$ cat src/design/axil_pkg.sv
`default_nettype none

package axil_pkg;

  // Bus geometry
  localparam int unsigned ADDR_WIDTH = 12;
  localparam int unsigned DATA_WIDTH = 32;
  localparam int unsigned STRB_WIDTH = DATA_WIDTH / 8;

  // Byte offset bits below the word index
  localparam int unsigned BYTE_OFFSET = $clog2(STRB_WIDTH);

  // Register bank size
  localparam int unsigned NUM_REGS      = 16;
  localparam int unsigned REG_IDX_WIDTH = 4;

  // Pipeline cuts between the top boundary and the controller
  localparam int unsigned NUM_CUTS = 2;

  typedef logic [ADDR_WIDTH-1:0] addr_t;
  typedef logic [DATA_WIDTH-1:0] data_t;
  typedef logic [STRB_WIDTH-1:0] strb_t;
  typedef logic [1:0]            resp_t_code;

  localparam resp_t_code RESP_OKAY   = 2'b00;
  localparam resp_t_code RESP_SLVERR = 2'b10;

  // Channel payloads
  typedef struct packed {
    addr_t addr;
  } aw_chan_t;

  typedef struct packed {
    data_t data;
    strb_t strb;
  } w_chan_t;

  typedef struct packed {
    resp_t_code resp;
  } b_chan_t;

  typedef struct packed {
    addr_t addr;
  } ar_chan_t;

  typedef struct packed {
    data_t      data;
    resp_t_code resp;
  } r_chan_t;

  // Manager to target
  typedef struct packed {
    aw_chan_t aw;
    logic     aw_valid;
    w_chan_t  w;
    logic     w_valid;
    logic     b_ready;
    ar_chan_t ar;
    logic     ar_valid;
    logic     r_ready;
  } axil_req_t;

  // Target to manager
  typedef struct packed {
    logic    aw_ready;
    logic    w_ready;
    b_chan_t b;
    logic    b_valid;
    logic    ar_ready;
    r_chan_t r;
    logic    r_valid;
  } axil_rsp_t;

endpackage

`default_nettype wire

$ cat src/design/axil_cut.sv
`timescale 1ns/1ps
`default_nettype none

module axil_cut
  import axil_pkg::*;
(
  input  logic      clk_i,
  input  logic      reset_i,
  input  axil_req_t slv_req_i,
  output axil_rsp_t slv_rsp_o,
  output axil_req_t mst_req_o,
  input  axil_rsp_t mst_rsp_i
);

  // Write address, forward
  axil_spill_reg #(.chan_t(aw_chan_t)) i_aw_spill (
    .clk_i   (clk_i),
    .reset_i (reset_i),
    .valid_i (slv_req_i.aw_valid),
    .ready_o (slv_rsp_o.aw_ready),
    .data_i  (slv_req_i.aw),
    .valid_o (mst_req_o.aw_valid),
    .ready_i (mst_rsp_i.aw_ready),
    .data_o  (mst_req_o.aw)
  );

  // Write data, forward
  axil_spill_reg #(.chan_t(w_chan_t)) i_w_spill (
    .clk_i   (clk_i),
    .reset_i (reset_i),
    .valid_i (slv_req_i.w_valid),
    .ready_o (slv_rsp_o.w_ready),
    .data_i  (slv_req_i.w),
    .valid_o (mst_req_o.w_valid),
    .ready_i (mst_rsp_i.w_ready),
    .data_o  (mst_req_o.w)
  );

  // Write response, backward
  axil_spill_reg #(.chan_t(b_chan_t)) i_b_spill (
    .clk_i   (clk_i),
    .reset_i (reset_i),
    .valid_i (mst_rsp_i.b_valid),
    .ready_o (mst_req_o.b_ready),
    .data_i  (mst_rsp_i.b),
    .valid_o (slv_rsp_o.b_valid),
    .ready_i (slv_req_i.b_ready),
    .data_o  (slv_rsp_o.b)
  );

  // Read address, forward
  axil_spill_reg #(.chan_t(ar_chan_t)) i_ar_spill (
    .clk_i   (clk_i),
    .reset_i (reset_i),
    .valid_i (slv_req_i.ar_valid),
    .ready_o (slv_rsp_o.ar_ready),
    .data_i  (slv_req_i.ar),
    .valid_o (mst_req_o.ar_valid),
    .ready_i (mst_rsp_i.ar_ready),
    .data_o  (mst_req_o.ar)
  );

  // Read data, backward
  axil_spill_reg #(.chan_t(r_chan_t)) i_r_spill (
    .clk_i   (clk_i),
    .reset_i (reset_i),
    .valid_i (mst_rsp_i.r_valid),
    .ready_o (mst_req_o.r_ready),
    .data_i  (mst_rsp_i.r),
    .valid_o (slv_rsp_o.r_valid),
    .ready_i (slv_req_i.r_ready),
    .data_o  (slv_rsp_o.r)
  );

endmodule

`default_nettype wire

$ cat src/design/axil_multicut.sv
`timescale 1ns/1ps
`default_nettype none

module axil_multicut
  import axil_pkg::*;
#(
  parameter int unsigned NumCuts = 1
) (
  input  logic      clk_i,
  input  logic      reset_i,
  input  axil_req_t slv_req_i,
  output axil_rsp_t slv_rsp_o,
  output axil_req_t mst_req_o,
  input  axil_rsp_t mst_rsp_i
);

  if (NumCuts == 0) begin : gen_no_cut
    assign mst_req_o = slv_req_i;
    assign slv_rsp_o = mst_rsp_i;
  end else begin : gen_cuts
    // Index 0 faces the manager, index NumCuts faces the target
    axil_req_t cut_req [0:NumCuts];
    axil_rsp_t cut_rsp [0:NumCuts];

    assign cut_req[0] = slv_req_i;
    assign slv_rsp_o  = cut_rsp[0];

    for (genvar i = 0; i < NumCuts; i++) begin : gen_cut
      axil_cut i_cut (
        .clk_i     (clk_i),
        .reset_i   (reset_i),
        .slv_req_i (cut_req[i]),
        .slv_rsp_o (cut_rsp[i]),
        .mst_req_o (cut_req[i+1]),
        .mst_rsp_i (cut_rsp[i+1])
      );
    end

    assign mst_req_o        = cut_req[NumCuts];
    assign cut_rsp[NumCuts] = mst_rsp_i;
  end

endmodule

`default_nettype wire

$ cat src/design/axil_reg_bank.sv
`timescale 1ns/1ps
`default_nettype none

module axil_reg_bank
  import axil_pkg::*;
(
  input  logic                     clk_i,
  input  logic                     reset_i,
  input  logic                     wr_en_i,
  input  logic [REG_IDX_WIDTH-1:0] wr_idx_i,
  input  data_t                    wr_data_i,
  input  strb_t                    wr_strb_i,
  input  logic                     rd_en_i,
  input  logic [REG_IDX_WIDTH-1:0] rd_idx_i,
  output data_t                    rd_data_o
);

  data_t regs_q [NUM_REGS];
  data_t rd_data_q;

  // Byte lanes follow the strobe
  always_ff @(posedge clk_i) begin
    if (reset_i) begin
      for (int i = 0; i < NUM_REGS; i++) begin
        regs_q[i] <= '0;
      end
    end else if (wr_en_i) begin
      for (int b = 0; b < STRB_WIDTH; b++) begin
        if (wr_strb_i[b]) begin
          regs_q[wr_idx_i][8*b +: 8] <= wr_data_i[8*b +: 8];
        end
      end
    end
  end

  // Same-edge write is not visible here, old value wins
  always_ff @(posedge clk_i) begin
    if (rd_en_i) begin
      rd_data_q <= regs_q[rd_idx_i];
    end
  end

  assign rd_data_o = rd_data_q;

endmodule

`default_nettype wire

$ cat src/design/axil_reg_ctrl.sv
`timescale 1ns/1ps
`default_nettype none

module axil_reg_ctrl
  import axil_pkg::*;
(
  input  logic                     clk_i,
  input  logic                     reset_i,
  input  axil_req_t                req_i,
  output axil_rsp_t                rsp_o,
  output logic                     wr_en_o,
  output logic [REG_IDX_WIDTH-1:0] wr_idx_o,
  output data_t                    wr_data_o,
  output strb_t                    wr_strb_o,
  output logic                     rd_en_o,
  output logic [REG_IDX_WIDTH-1:0] rd_idx_o,
  input  data_t                    rd_data_i
);

  logic       b_pend_q;
  logic       r_pend_q;
  resp_t_code b_resp_q;
  resp_t_code r_resp_q;
  logic       wr_fire;
  logic       rd_fire;
  logic       wr_addr_ok;
  logic       rd_addr_ok;

  // Word aligned and inside the bank
  function automatic logic addr_ok(addr_t addr);
    return (addr[BYTE_OFFSET-1:0] == '0) && (addr[ADDR_WIDTH-1:BYTE_OFFSET] < NUM_REGS);
  endfunction

  // Address and data are taken together, one write at a time
  assign wr_fire    = req_i.aw_valid & req_i.w_valid & ~b_pend_q;
  assign rd_fire    = req_i.ar_valid & ~r_pend_q;
  assign wr_addr_ok = addr_ok(req_i.aw.addr);
  assign rd_addr_ok = addr_ok(req_i.ar.addr);

  assign wr_en_o   = wr_fire & wr_addr_ok;
  assign wr_idx_o  = req_i.aw.addr[BYTE_OFFSET +: REG_IDX_WIDTH];
  assign wr_data_o = req_i.w.data;
  assign wr_strb_o = req_i.w.strb;
  assign rd_en_o   = rd_fire & rd_addr_ok;
  assign rd_idx_o  = req_i.ar.addr[BYTE_OFFSET +: REG_IDX_WIDTH];

  always_comb begin
    rsp_o          = '0;
    rsp_o.aw_ready = wr_fire;
    rsp_o.w_ready  = wr_fire;
    rsp_o.b.resp   = b_resp_q;
    rsp_o.b_valid  = b_pend_q;
    rsp_o.ar_ready = ~r_pend_q;
    // Bank output is stale on an error, so force zero data
    rsp_o.r.data   = (r_resp_q == RESP_OKAY) ? rd_data_i : '0;
    rsp_o.r.resp   = r_resp_q;
    rsp_o.r_valid  = r_pend_q;
  end

  always_ff @(posedge clk_i) begin
    if (reset_i) begin
      b_pend_q <= 1'b0;
      r_pend_q <= 1'b0;
    end else begin
      if (wr_fire) begin
        b_pend_q <= 1'b1;
      end else if (req_i.b_ready) begin
        b_pend_q <= 1'b0;
      end
      if (rd_fire) begin
        r_pend_q <= 1'b1;
      end else if (req_i.r_ready) begin
        r_pend_q <= 1'b0;
      end
    end
  end

  // Response codes
  always_ff @(posedge clk_i) begin
    if (wr_fire) begin
      b_resp_q <= wr_addr_ok ? RESP_OKAY : RESP_SLVERR;
    end
    if (rd_fire) begin
      r_resp_q <= rd_addr_ok ? RESP_OKAY : RESP_SLVERR;
    end
  end

  // A write address waiting for its data keeps its payload
  assert property (@(posedge clk_i) disable iff (reset_i)
    req_i.aw_valid && !rsp_o.aw_ready |=> req_i.aw_valid && $stable(req_i.aw));

  // Write data waiting for its address keeps its payload
  assert property (@(posedge clk_i) disable iff (reset_i)
    req_i.w_valid && !rsp_o.w_ready |=> req_i.w_valid && $stable(req_i.w));

endmodule

`default_nettype wire

$ cat src/design/axil_spill_reg.sv
`timescale 1ns/1ps
`default_nettype none

module axil_spill_reg #(
  parameter type chan_t = logic
) (
  input  logic  clk_i,
  input  logic  reset_i,
  input  logic  valid_i,
  output logic  ready_o,
  input  chan_t data_i,
  output logic  valid_o,
  input  logic  ready_i,
  output chan_t data_o
);

  // Slot A drives the output, slot B catches the overflow beat
  logic  a_full_q, a_full_d;
  logic  b_full_q, b_full_d;
  chan_t a_data_q, a_data_d;
  chan_t b_data_q, b_data_d;
  logic  ready_q;
  logic  in_fire;
  logic  out_fire;

  assign in_fire  = valid_i & ready_q;
  assign out_fire = a_full_q & ready_i;

  always_comb begin
    a_full_d = a_full_q;
    a_data_d = a_data_q;
    b_full_d = b_full_q;
    b_data_d = b_data_q;
    if (out_fire || !a_full_q) begin
      // A frees up, refill from B first to keep order
      if (b_full_q) begin
        a_full_d = 1'b1;
        a_data_d = b_data_q;
        b_full_d = 1'b0;
      end else begin
        a_full_d = in_fire;
        a_data_d = data_i;
      end
    end else if (in_fire) begin
      // A stalled, park the new beat in B
      b_full_d = 1'b1;
      b_data_d = data_i;
    end
  end

  always_ff @(posedge clk_i) begin
    if (reset_i) begin
      a_full_q <= 1'b0;
      b_full_q <= 1'b0;
      ready_q  <= 1'b0;
    end else begin
      a_full_q <= a_full_d;
      b_full_q <= b_full_d;
      // Ready tracks a free overflow slot, one cycle late out of reset
      ready_q  <= ~b_full_d;
    end
  end

  always_ff @(posedge clk_i) begin
    a_data_q <= a_data_d;
    b_data_q <= b_data_d;
  end

  assign ready_o = ready_q;
  assign valid_o = a_full_q;
  assign data_o  = a_data_q;

  // A stalled beat must stay put until it is taken
  assert property (@(posedge clk_i) disable iff (reset_i)
    valid_o && !ready_i |=> valid_o && $stable(data_o));

endmodule

`default_nettype wire

$ cat src/design/axil_sub_top.sv
`timescale 1ns/1ps
`default_nettype none

module axil_sub_top
  import axil_pkg::*;
(
  input  logic      clk_i,
  input  logic      reset_i,
  input  axil_req_t req_i,
  output axil_rsp_t rsp_o
);

  axil_req_t                cut_req;
  axil_rsp_t                cut_rsp;
  logic                     wr_en;
  logic [REG_IDX_WIDTH-1:0] wr_idx;
  data_t                    wr_data;
  strb_t                    wr_strb;
  logic                     rd_en;
  logic [REG_IDX_WIDTH-1:0] rd_idx;
  data_t                    rd_data;

  axil_multicut #(.NumCuts(NUM_CUTS)) i_multicut (
    .clk_i     (clk_i),
    .reset_i   (reset_i),
    .slv_req_i (req_i),
    .slv_rsp_o (rsp_o),
    .mst_req_o (cut_req),
    .mst_rsp_i (cut_rsp)
  );

  axil_reg_ctrl i_reg_ctrl (
    .clk_i     (clk_i),
    .reset_i   (reset_i),
    .req_i     (cut_req),
    .rsp_o     (cut_rsp),
    .wr_en_o   (wr_en),
    .wr_idx_o  (wr_idx),
    .wr_data_o (wr_data),
    .wr_strb_o (wr_strb),
    .rd_en_o   (rd_en),
    .rd_idx_o  (rd_idx),
    .rd_data_i (rd_data)
  );

  axil_reg_bank i_reg_bank (
    .clk_i     (clk_i),
    .reset_i   (reset_i),
    .wr_en_i   (wr_en),
    .wr_idx_i  (wr_idx),
    .wr_data_i (wr_data),
    .wr_strb_i (wr_strb),
    .rd_en_i   (rd_en),
    .rd_idx_i  (rd_idx),
    .rd_data_o (rd_data)
  );

endmodule

`default_nettype wire

$ cat config.mk
export PLATFORM = sky130hd
export DESIGN_NAME = axil_sub_top
export DESIGN_NICKNAME = d
export VERILOG_FILES = /design/src/design/axil_pkg.sv /design/src/design/axil_cut.sv /design/src/design/axil_multicut.sv /design/src/design/axil_reg_bank.sv /design/src/design/axil_reg_ctrl.sv /design/src/design/axil_spill_reg.sv /design/src/design/axil_sub_top.sv
export SDC_FILE = /design/constraint.sdc
export NUM_CORES = 1
export LEC_CHECK = 0
export BUFFER_PORTS_ARGS = -buffer_cell sky130_fd_sc_hd__buf_2
export CAP_MARGIN = 20
export CELL_PAD_IN_SITES_DETAIL_PLACEMENT = 1
export CELL_PAD_IN_SITES_GLOBAL_PLACEMENT = 1
export CORE_ASPECT_RATIO = 1.25
export CORE_MARGIN = 2
export CORE_UTILIZATION = 43
export CTS_CLUSTER_DIAMETER = 200
export DETAILED_ROUTE_END_ITERATION = 7
export PLACE_DENSITY_LB_ADDON = 0.05
export SETUP_SLACK_MARGIN = 0.2
export SYNTH_ARGS = -nofsm -noshare
export SYNTH_HDL_FRONTEND = slang
export SYNTH_SLANG_ARGS = --single-unit
export TNS_END_PERCENT = 30
$ cat constraint.sdc
create_clock -name clk_i -period 4 [get_ports clk_i]
set_input_delay 0.6 -clock clk_i [delete_from_list [all_inputs] [get_ports clk_i]]
set_output_delay 0.6 -clock clk_i [all_outputs]
set_load 0.01 [all_outputs]
==> flow_metrics.tcl, run 1 <==
set metrics [dict create \
    outcome "finished, final reports clean" \
    criticalPathCategory "flop to flop" \
    hold_path_class "input port to flop" \
    instances_no_fill 3819 \
    wl_per_cell_um 25.7 \
    n_antenna_cell 0 \
    htreeDepth 3 \
    gp_congestion 0.801 \
    worstMarginPinSlew_ns 0.993 \
    worst-r2r-setup-slack_ns 0.87 \
    grt_setup_unrepaired "no" \
    end_kind "flop" \
    power.density_nw_per_um2 478 \
    wl_um 98300 \
    grt_overflow 0 \
    max-vdd-ir-drop_uv 339 \
    core_area_um2 92700 \
    fmax_mhz 320 \
    die_h_um 346 \
    numCtsBuffers 96 \
    row_count 125 \
    ant_nets 0 \
    clock_sinks 954 \
    synth-seq-cells 954 \
    dieArea_um2 95900 \
    grt_pass1_wl_um 149000 \
    postCtsSetupBuffers 0 \
    insertion_delay_ns 0.66 \
    ys.warnings.count 0 \
    placedInstanceArea_um2 42100 \
    synthArstFlopShare 0 \
    post_cts_resized 0 \
    required_ns 4.32 \
    hold_viol 0 \
    skew_ns 0.0159 \
    first_pass_iters 4 \
    synth_flop_cell "edfxtp_1" \
    post-route-period-util 0.782 \
    p_leak_nw 17.1 \
    synth_cell_types 41 \
    clk_pin_slew_ns 0.06 \
    holdBufCountCts 0 \
    dp_hpwl_um 66900 \
    swShare 0.219 \
    clkPwrFrac 0.416 \
    cts_tree "done" \
    synth_top_cell_area_share 0.689 \
    grt_pass1_vias 23100 \
    arrival_ns 3.45 \
    io-pin-count 108 \
    drt_iter0_drc 1493 \
    p_int_mw 16.9 \
    syn_inst 2466 \
    syn_area_per_cell_um2 16.3 \
    critical_path.startpoint_type "flop" \
    finalSetupTns_ns 0 \
    start_util 0.433 \
    yosysTopAreaCell "edfxtp_1" \
    postLayoutCellArea_um2 45200 \
    slew_headroom 0.336 \
    routed_via_density 5.65 \
    synth.most_common_cell "edfxtp_1" \
    finalCriticalPeriod_ns 3.13 \
    drive_gt1_frac 0.276 \
    nets 2601 \
    vias 21600 \
    clock-root-buffer "clkbuf_16" \
    combPwrFrac 0.049 \
    syn2layout_area_growth_pct 12.5 \
    p_seq_frac 0.535 \
    die_x_um 277 \
    maxCapViolCount 0 \
    grt_usage 0.207 \
    place_inst 3640 \
    grt_start_max_net_pins 73 \
    synth_area_um2 40200 \
    synth_edf_count 922 \
    drcViolationCount 0 \
    synthTopCellsByArea "edfxtp_1 (69%), mux4_2 (7.2%), and3_1 (5.6%)" \
    cts_buffer_depth 3 \
    final_util 0.487 \
    p_switching_mw 4.72 \
    setup_violations 0 \
    synthTopCellsByCount "edfxtp_1 (922), and3_1 (362), mux2_2 (188)" \
    seq_area_frac_synth 0.705 \
    slew_violations 0 \
    cp_max_fo 34 \
    port_buffers 105 \
    antenna_found_initial 7 \
]
power by group through the flow:
stage          Clock, mW  Sequential (mW)  Combinational, mW
2_1_floorplan          0             11.5              0.745
3_3_place_gp           0             11.8               1.04
3_5_place_dp           0             11.8               1.07
4_1_cts             9.21             11.6               1.07
5_1_grt             9.55             11.6               1.14
6_report            8.98             11.6               1.06
metrics by stage:
step,hold WS [ns],setup slack (ns),power (mW)
after floorplan,0.422,0.577,12.3
after global placement,0.432,0.950,12.8
after detailed placement,0.436,0.893,12.9
after CTS,0.0832,0.872,21.9
after global routing,0.104,0.733,22.3
final,0.131,0.874,21.6
cell type report:
cell class | count | area [um^2]
well taps | 1206 | 1510
inverters | 39 | 146
clock buffers | 124 | 2620
multi-input cells | 1224 | 10600
clock inverters | 53 | 503
fillers | 8759 | 47500
flip-flops and latches | 954 | 28300
repair buffers | 219 | 1470
path summary, 6_finish.rpt:
kind	from	endpoint	cells past startpoint
max	flop	i_reg_bank.regs_q[9][4]$_SDFFCE_PN0P_	5
min	req_i[46]	flop	1
max reg2reg	flop	i_reg_bank.regs_q[9][4]$_SDFFCE_PN0P_	5
min reg2reg	flop	flop	0
routing by layer:
layer	up-vias	part of all wire	global-route usage
li1	9712	-	-
met1	11100	0.41	0.261
met2	554	0.51	0.361
met3	178	0.046	0.0318
met4	2	0.033	0.0735
met5	-	0.00013	0
registers in the layout (all words and copies together) (netlist names), 24 cells and up:
register,count
i_reg_bank.regs_q,512
i_multicut.gen_cuts.gen_cut.i_cut.i_w_spill.b_data_q,72
i_multicut.gen_cuts.gen_cut.i_cut.i_w_spill.data_o,72
i_multicut.gen_cuts.gen_cut.i_cut.i_r_spill.b_data_q,66
i_multicut.gen_cuts.gen_cut.i_cut.i_r_spill.data_o,66
i_reg_bank.rd_data_o,32
i_multicut.gen_cuts.gen_cut.i_cut.i_ar_spill.b_data_q,24
i_multicut.gen_cuts.gen_cut.i_cut.i_ar_spill.data_o,24
i_multicut.gen_cuts.gen_cut.i_cut.i_aw_spill.b_data_q,24
i_multicut.gen_cuts.gen_cut.i_cut.i_aw_spill.data_o,24
kinds of logic (layout without fill, tap and decap cells):
kind of cell,Yosys count,count (layout),share of synthesized area
muxes,316,316,0.124
DFF,954,954,0.705
AOI/OAI and AO/OA,154,154,0.0265
buffers and inverters,289,435,0.0333
and+or+nand+nor,752,752,0.111
other,1,2,0.0000933
placed cells by master, fill, tap and decap left out, drive strengths merged, types with 46 or more instances in the layout:
master / instances
edfxtp: 922
a22oi: 64
nand2: 46
nor2: 152
mux2: 188
nor3: 51
mux4: 128
and3: 362
clkbuf: 124
nand4: 49
buf: 219
critical path, stage by stage (launching register included):
cell	delay [ns]
edfxtp_1	0.40
or4_2	1.09
buf_4	0.35
nor4_4	0.20
buf_4	0.35
a21o_1	0.37
(Power assumes the default switching activity.)
==> run 2: changes to the inputs <==
Clock period 4 ns to 2.6 ns, I/O delays scaled along.
==> run 2 against run 1 <==
Cell count rose by 2.9%. Design area rose by 3.1%. Count of clock-buffer cells in the layout fell by 10. Critical path type unchanged.
==> flow_metrics.tcl, run 2 (synthesis results as in run 1) <==
set metrics [dict create \
    maxCapViolCount 0 \
    cts_buffer_depth 3 \
    criticalPathCategory "flop to flop" \
    outcome "finished, final reports clean" \
    io-pin-count 108 \
    max-vdd-ir-drop_uv 530 \
    grt_pass1_wl_um 155000 \
    setup_violations 0 \
    grt_overflow 0 \
    dp_hpwl_um 69400 \
    gp_congestion 0.795 \
    port_buffers 105 \
    cp_max_fo 47 \
    insertion_delay_ns 0.66 \
    crit_end "i_reg_bank.regs_q[11][30]$_SDFFCE_PN0P_" \
    first_pass_iters 5 \
    syn2layout_area_growth_pct 15.9 \
    drive_gt1_frac 0.291 \
    critical_path.startpoint_type "flop" \
    ant_nets 0 \
    swShare 0.217 \
    combPwrFrac 0.053 \
    numCtsBuffers 97 \
    worstMarginPinSlew_ns 0.997 \
    largest_reg_flops 512 \
    drt_iter0_drc 1766 \
    postLayoutCellArea_um2 46600 \
    drcViolationCount 0 \
    p_int_mw 27.0 \
    finalSetupTns_ns 0 \
    fmax_mhz 419 \
    slew_violations 0 \
    post-route-period-util 0.917 \
    power_mw 34.5 \
    clkPwrFrac 0.431 \
    antenna_found_initial 0 \
    setup_slack_ns 0.215 \
    worst-r2r-setup-slack_ns 0.21 \
    nets 2713 \
    clock-root-buffer "clkbuf_16" \
    wl_um 103000 \
    grt_usage 0.216 \
    largest-register "i_reg_bank.regs_q" \
    die_h_um 346 \
    routed_via_density 5.69 \
    clock_sinks 954 \
    die_x_um 277 \
    finalCriticalPeriod_ns 2.39 \
    placedInstanceArea_um2 42600 \
    n_antenna_cell 0 \
    row_count 125 \
    hold_path_class "input port to flop" \
    arrival_ns 2.70 \
    p_switching_mw 7.48 \
    core_area_um2 92700 \
    slew_headroom 0.333 \
    required_ns 2.91 \
    final_cell_mix "edfxtp_1 (922), and3_1 (361), mux2_2 (188), buf_4 (150), nor2_1 (147)" \
    hold_viol 0 \
    wl_per_cell_um 26.1 \
    ff2ff_path_depth 4 \
    p_leak_nw 17.7 \
    p_seq_frac 0.515 \
    grt_setup_unrepaired "yes" \
    grt_pass1_vias 24000 \
    vias 22400 \
    cts_tree "done" \
    end_kind "flop" \
    htreeDepth 3 \
    skew_ns 0.0217 \
    final_common_cell "edfxtp_1" \
    clk_pin_slew_ns 0.06 \
    start_util 0.433 \
    dieArea_um2 95900 \
    place_ws_ns 0.0546 \
    power.density_nw_per_um2 741 \
    r2r_end "i_reg_bank.regs_q[11][30]$_SDFFCE_PN0P_" \
    grt_start_max_net_pins 73 \
]
run 2: power by group through the flow:
stage / Combinational [mW] / Clock (mW) / Sequential (mW)
2_1_floorplan: 1.15 / 0 / 17.8
3_3_place_gp: 1.74 / 0 / 18.1
4_1_cts: 1.86 / 15.2 / 17.8
6_report: 1.84 / 14.9 / 17.8
5_1_grt: 1.97 / 15.8 / 17.8
3_5_place_dp: 1.77 / 0 / 18.1
run 2: per-stage QoR:
step                 util  instances  hold WS [ns]
global route        0.502       3931        0.0856
CTS                 0.502       3930        0.0448
finish              0.502       3931        0.0902
detailed placement  0.459       3690         0.433
floorplan               -       2467         0.422
global placement    0.459       3690         0.431
run 2: how the worst min path moves through the flow:
stage                     slack (ns)       from   end  depth (start not counted)
after floorplan                 0.42       flop  flop                          0
after global placement          0.43       flop  flop                          0
after detailed placement        0.43       flop  flop                          0
after CTS                       0.04  req_i[15]  flop                          3
after global routing            0.09  req_i[15]  flop                          3
final                           0.09  req_i[15]  flop                          3
run 2: cell type report:
type                       instances  area [um^2]
clock inverter                    64          867
tap                             1206         1510
timing repair buffer             330         2570
inverter                          39          146
sequential                       954        28300
multi-input combinational       1224        10700
fill                            8673        46200
clock buffer                     114         2490
run 2: routing by layer:
layer,up-vias,global-route usage,part of all wire
met2,627,0.370,0.51
met4,0,0.0713,0.029
met3,175,0.0322,0.048
met5,-,0,0
met1,11600,0.282,0.41
li1,9931,-,-
run 2: worst max-delay path: stages, from the launching register on:
cell and delay [ns]:
edfxtp_1 0.40, or4_4 0.65, nor3_4 0.31, buf_12 0.25
a21o_1 0.40
run 2: timing repair:
item | 4_1_cts | 5_1_grt
hold buffers | 60 | 0
setup endpoints to repair | 307 | 138
buffers inserted | 1 | 1
pin swaps | 0 | 1
hold endpoints to repair | 60 | 0
gates cloned | 1 | 0
gates resized for setup | 10 | 6
==> run 3: changes to the inputs <==
Settings changed: CORE_UTILIZATION 43 to 30, SLEW_MARGIN set to 5.
==> run 3 against run 2 <==
Count of clock-buffer cells in the layout up 25. Via count is 1.9% lower. Worst setup slack worse by 0.022 ns. Die area increased by 43%. Maximum frequency decreased by 0.91%. Largest cell class unchanged. Largest power group unchanged.
==> flow_metrics.tcl, run 3 (synthesis results as in run 1) <==
set metrics [dict create \
    n_fill_cell 13400 \
    clkPwrFrac 0.429 \
    cts_tree "done" \
    outcome "finished, final reports clean" \
    slowest_stage "or4_4" \
    p_switching_mw 7.82 \
    min_from "req_i[14]" \
    ant_nets 0 \
    critical_path.startpoint_type "flop" \
    vias 21900 \
    fmax_mhz 415 \
    wl_um 110000 \
    final_common_cell "edfxtp_1" \
    routed_via_density 4.85 \
    grt_overflow 0 \
    clock_sinks 954 \
    finalCriticalPeriod_ns 2.41 \
    syn2layout_area_growth_pct 19.3 \
    drt_iter0_drc 1408 \
    io-pin-count 108 \
    numCtsBuffers 105 \
    worstPathCellList "or4_4, or4_1, buf_12, o21ai_0, buf_4" \
    core_area_um2 133000 \
    row_count 150 \
    largest_reg_flops 512 \
    htreeDepth 3 \
    r2r_end "i_reg_bank.regs_q[10][17]$_SDFFCE_PN0P_" \
    grt_setup_unrepaired "yes" \
    end_kind "flop" \
    grt_start_max_net_pins 73 \
    worst-r2r-setup-slack_ns 0.19 \
    start_util 0.302 \
    hold_path_class "input port to flop" \
    final_cell_mix "edfxtp_1 (922), and3_1 (361), mux2_2 (188), nor2_1 (147), buf_4 (145)" \
    drcViolationCount 0 \
    n_antenna_cell 0 \
    hold_viol 0 \
    skew_ns 0.0255 \
    clock-root-buffer "clkbuf_16" \
    clk_pin_slew_ns 0.07 \
    wl_per_cell_um 24.4 \
    arrival_ns 2.80 \
    criticalPathCategory "flop to flop" \
    max-vdd-ir-drop_uv 614 \
    grt_pass1_wl_um 165000 \
    p_leak_nw 18.0 \
    slew_violations 0 \
    die_h_um 413 \
    largest-register "i_reg_bank.regs_q" \
    nets 2748 \
    combPwrFrac 0.057 \
    dp_hpwl_um 74100 \
    maxCapViolCount 0 \
    regArea_um2 28300 \
    p_int_mw 26.8 \
    finalSetupTns_ns 0 \
    grt_pass1_vias 24000 \
    setup_violations 0 \
    cts_buffer_depth 3 \
    ff2ff_path_depth 5 \
    critPathMaxStageDelay_ns 0.57 \
    worstMarginPinSlew_ns 0.999 \
    multi_input_area_um2 10700 \
    holdPathStages 3 \
    grt_usage 0.161 \
    power.density_nw_per_um2 722 \
    cp_max_fo 15 \
    dieArea_um2 137000 \
    antenna_found_initial 4 \
    p_seq_frac 0.513 \
    post-route-period-util 0.926 \
    power_mw 34.6 \
    slew_headroom 0.331 \
    first_pass_iters 5 \
    insertion_delay_ns 0.71 \
    swShare 0.226 \
    port_buffers 105 \
    required_ns 3.00 \
    drive_gt1_frac 0.299 \
    gp_congestion 0.733 \
    die_x_um 331 \
]
## run 3: cell types whose count changed in the layout (fill, tap and decap cells not counted), sizes merged
cell         previous run  this run
clkinvlp                2         0
dlygate4sd3            60        65
bufinv                 21         9
buf                   269       290
clkbuf                114       141
clkinv                 37        48
bufbuf                  1         0
inv                    43        38
## run 3: worst max-delay path: cells and delay by family, from the launching register on
kind                   cells  cell delay (ns)
AO/OA/AOI/OAI              1             0.16
buffers and inverters      2             0.41
flip-flops                 1             0.40
AND/OR/NAND/NOR            2             1.12
## run 3: how the worst max path moves through the flow
stage / end / depth (start not counted)
after CTS: i_reg_bank.regs_q[11][15]$_SDFFCE_PN0P_ / 5
after global placement: i_reg_bank.regs_q[5][7]$_SDFFCE_PN0P_ / 6
after floorplan: i_reg_bank.regs_q[10][16]$_SDFFCE_PN0P_ / 5
final: i_reg_bank.regs_q[10][17]$_SDFFCE_PN0P_ / 5
after detailed placement: i_reg_bank.regs_q[1][7]$_SDFFCE_PN0P_ / 6
after global routing: i_reg_bank.regs_q[14][8]$_SDFFCE_PN0P_ / 5
## run 3: what timing repair did
item                                   CTS  global route
setup endpoints to repair              274           430
hold buffers                            65             0
setup buffers                            0             9
gates resized for setup                 10            24
gates cloned                             0             2
endpoints found under the hold margin  125             0
## run 3: area by class of cell
type / instances / area share
sequential: 954 / 0.591
multi-input combinational: 1224 / 0.224
timing repair buffer: 357 / 0.0652
clock buffer: 139 / 0.0596
tap: 1748 / 0.0456
clock inverter: 56 / 0.0115
inverter: 39 / 0.00305
## run 3: metal layers
| layer | routed length, um | global-route usage |
|---|---|---|
| met2 | 55300 | 0.282 |
| met3 | 3650 | 0.0228 |
| met5 | 20 | 0 |
| met4 | 2400 | 0.0483 |
| met1 | 48800 | 0.208 |
## run 3: through the flow
step	util	instances	cell area [um^2]	hold slack [ns]	setup slack, ns
after floorplan	-	2467	40300	0.422	-0.0944
after global placement	0.327	4246	43600	0.433	0.0998
after detailed placement	0.327	4246	43600	0.434	0.101
after CTS	0.358	4506	47700	0.187	0.127
after global routing	0.360	4517	47900	0.228	0.0885
final	0.360	4517	47900	0.253	0.193
## run 3: power groups by stage
| stage | Sequential, mW | Combinational (mW) | Clock [mW] |
|---|---|---|---|
| 2_1_floorplan | 17.8 | 1.15 | 0 |
| 3_3_place_gp | 18.1 | 1.89 | 0 |
| 3_5_place_dp | 18.1 | 1.90 | 0 |
| 4_1_cts | 17.8 | 1.98 | 15.3 |
| 5_1_grt | 17.8 | 2.13 | 15.9 |
| 6_report | 17.8 | 1.98 | 14.9 |
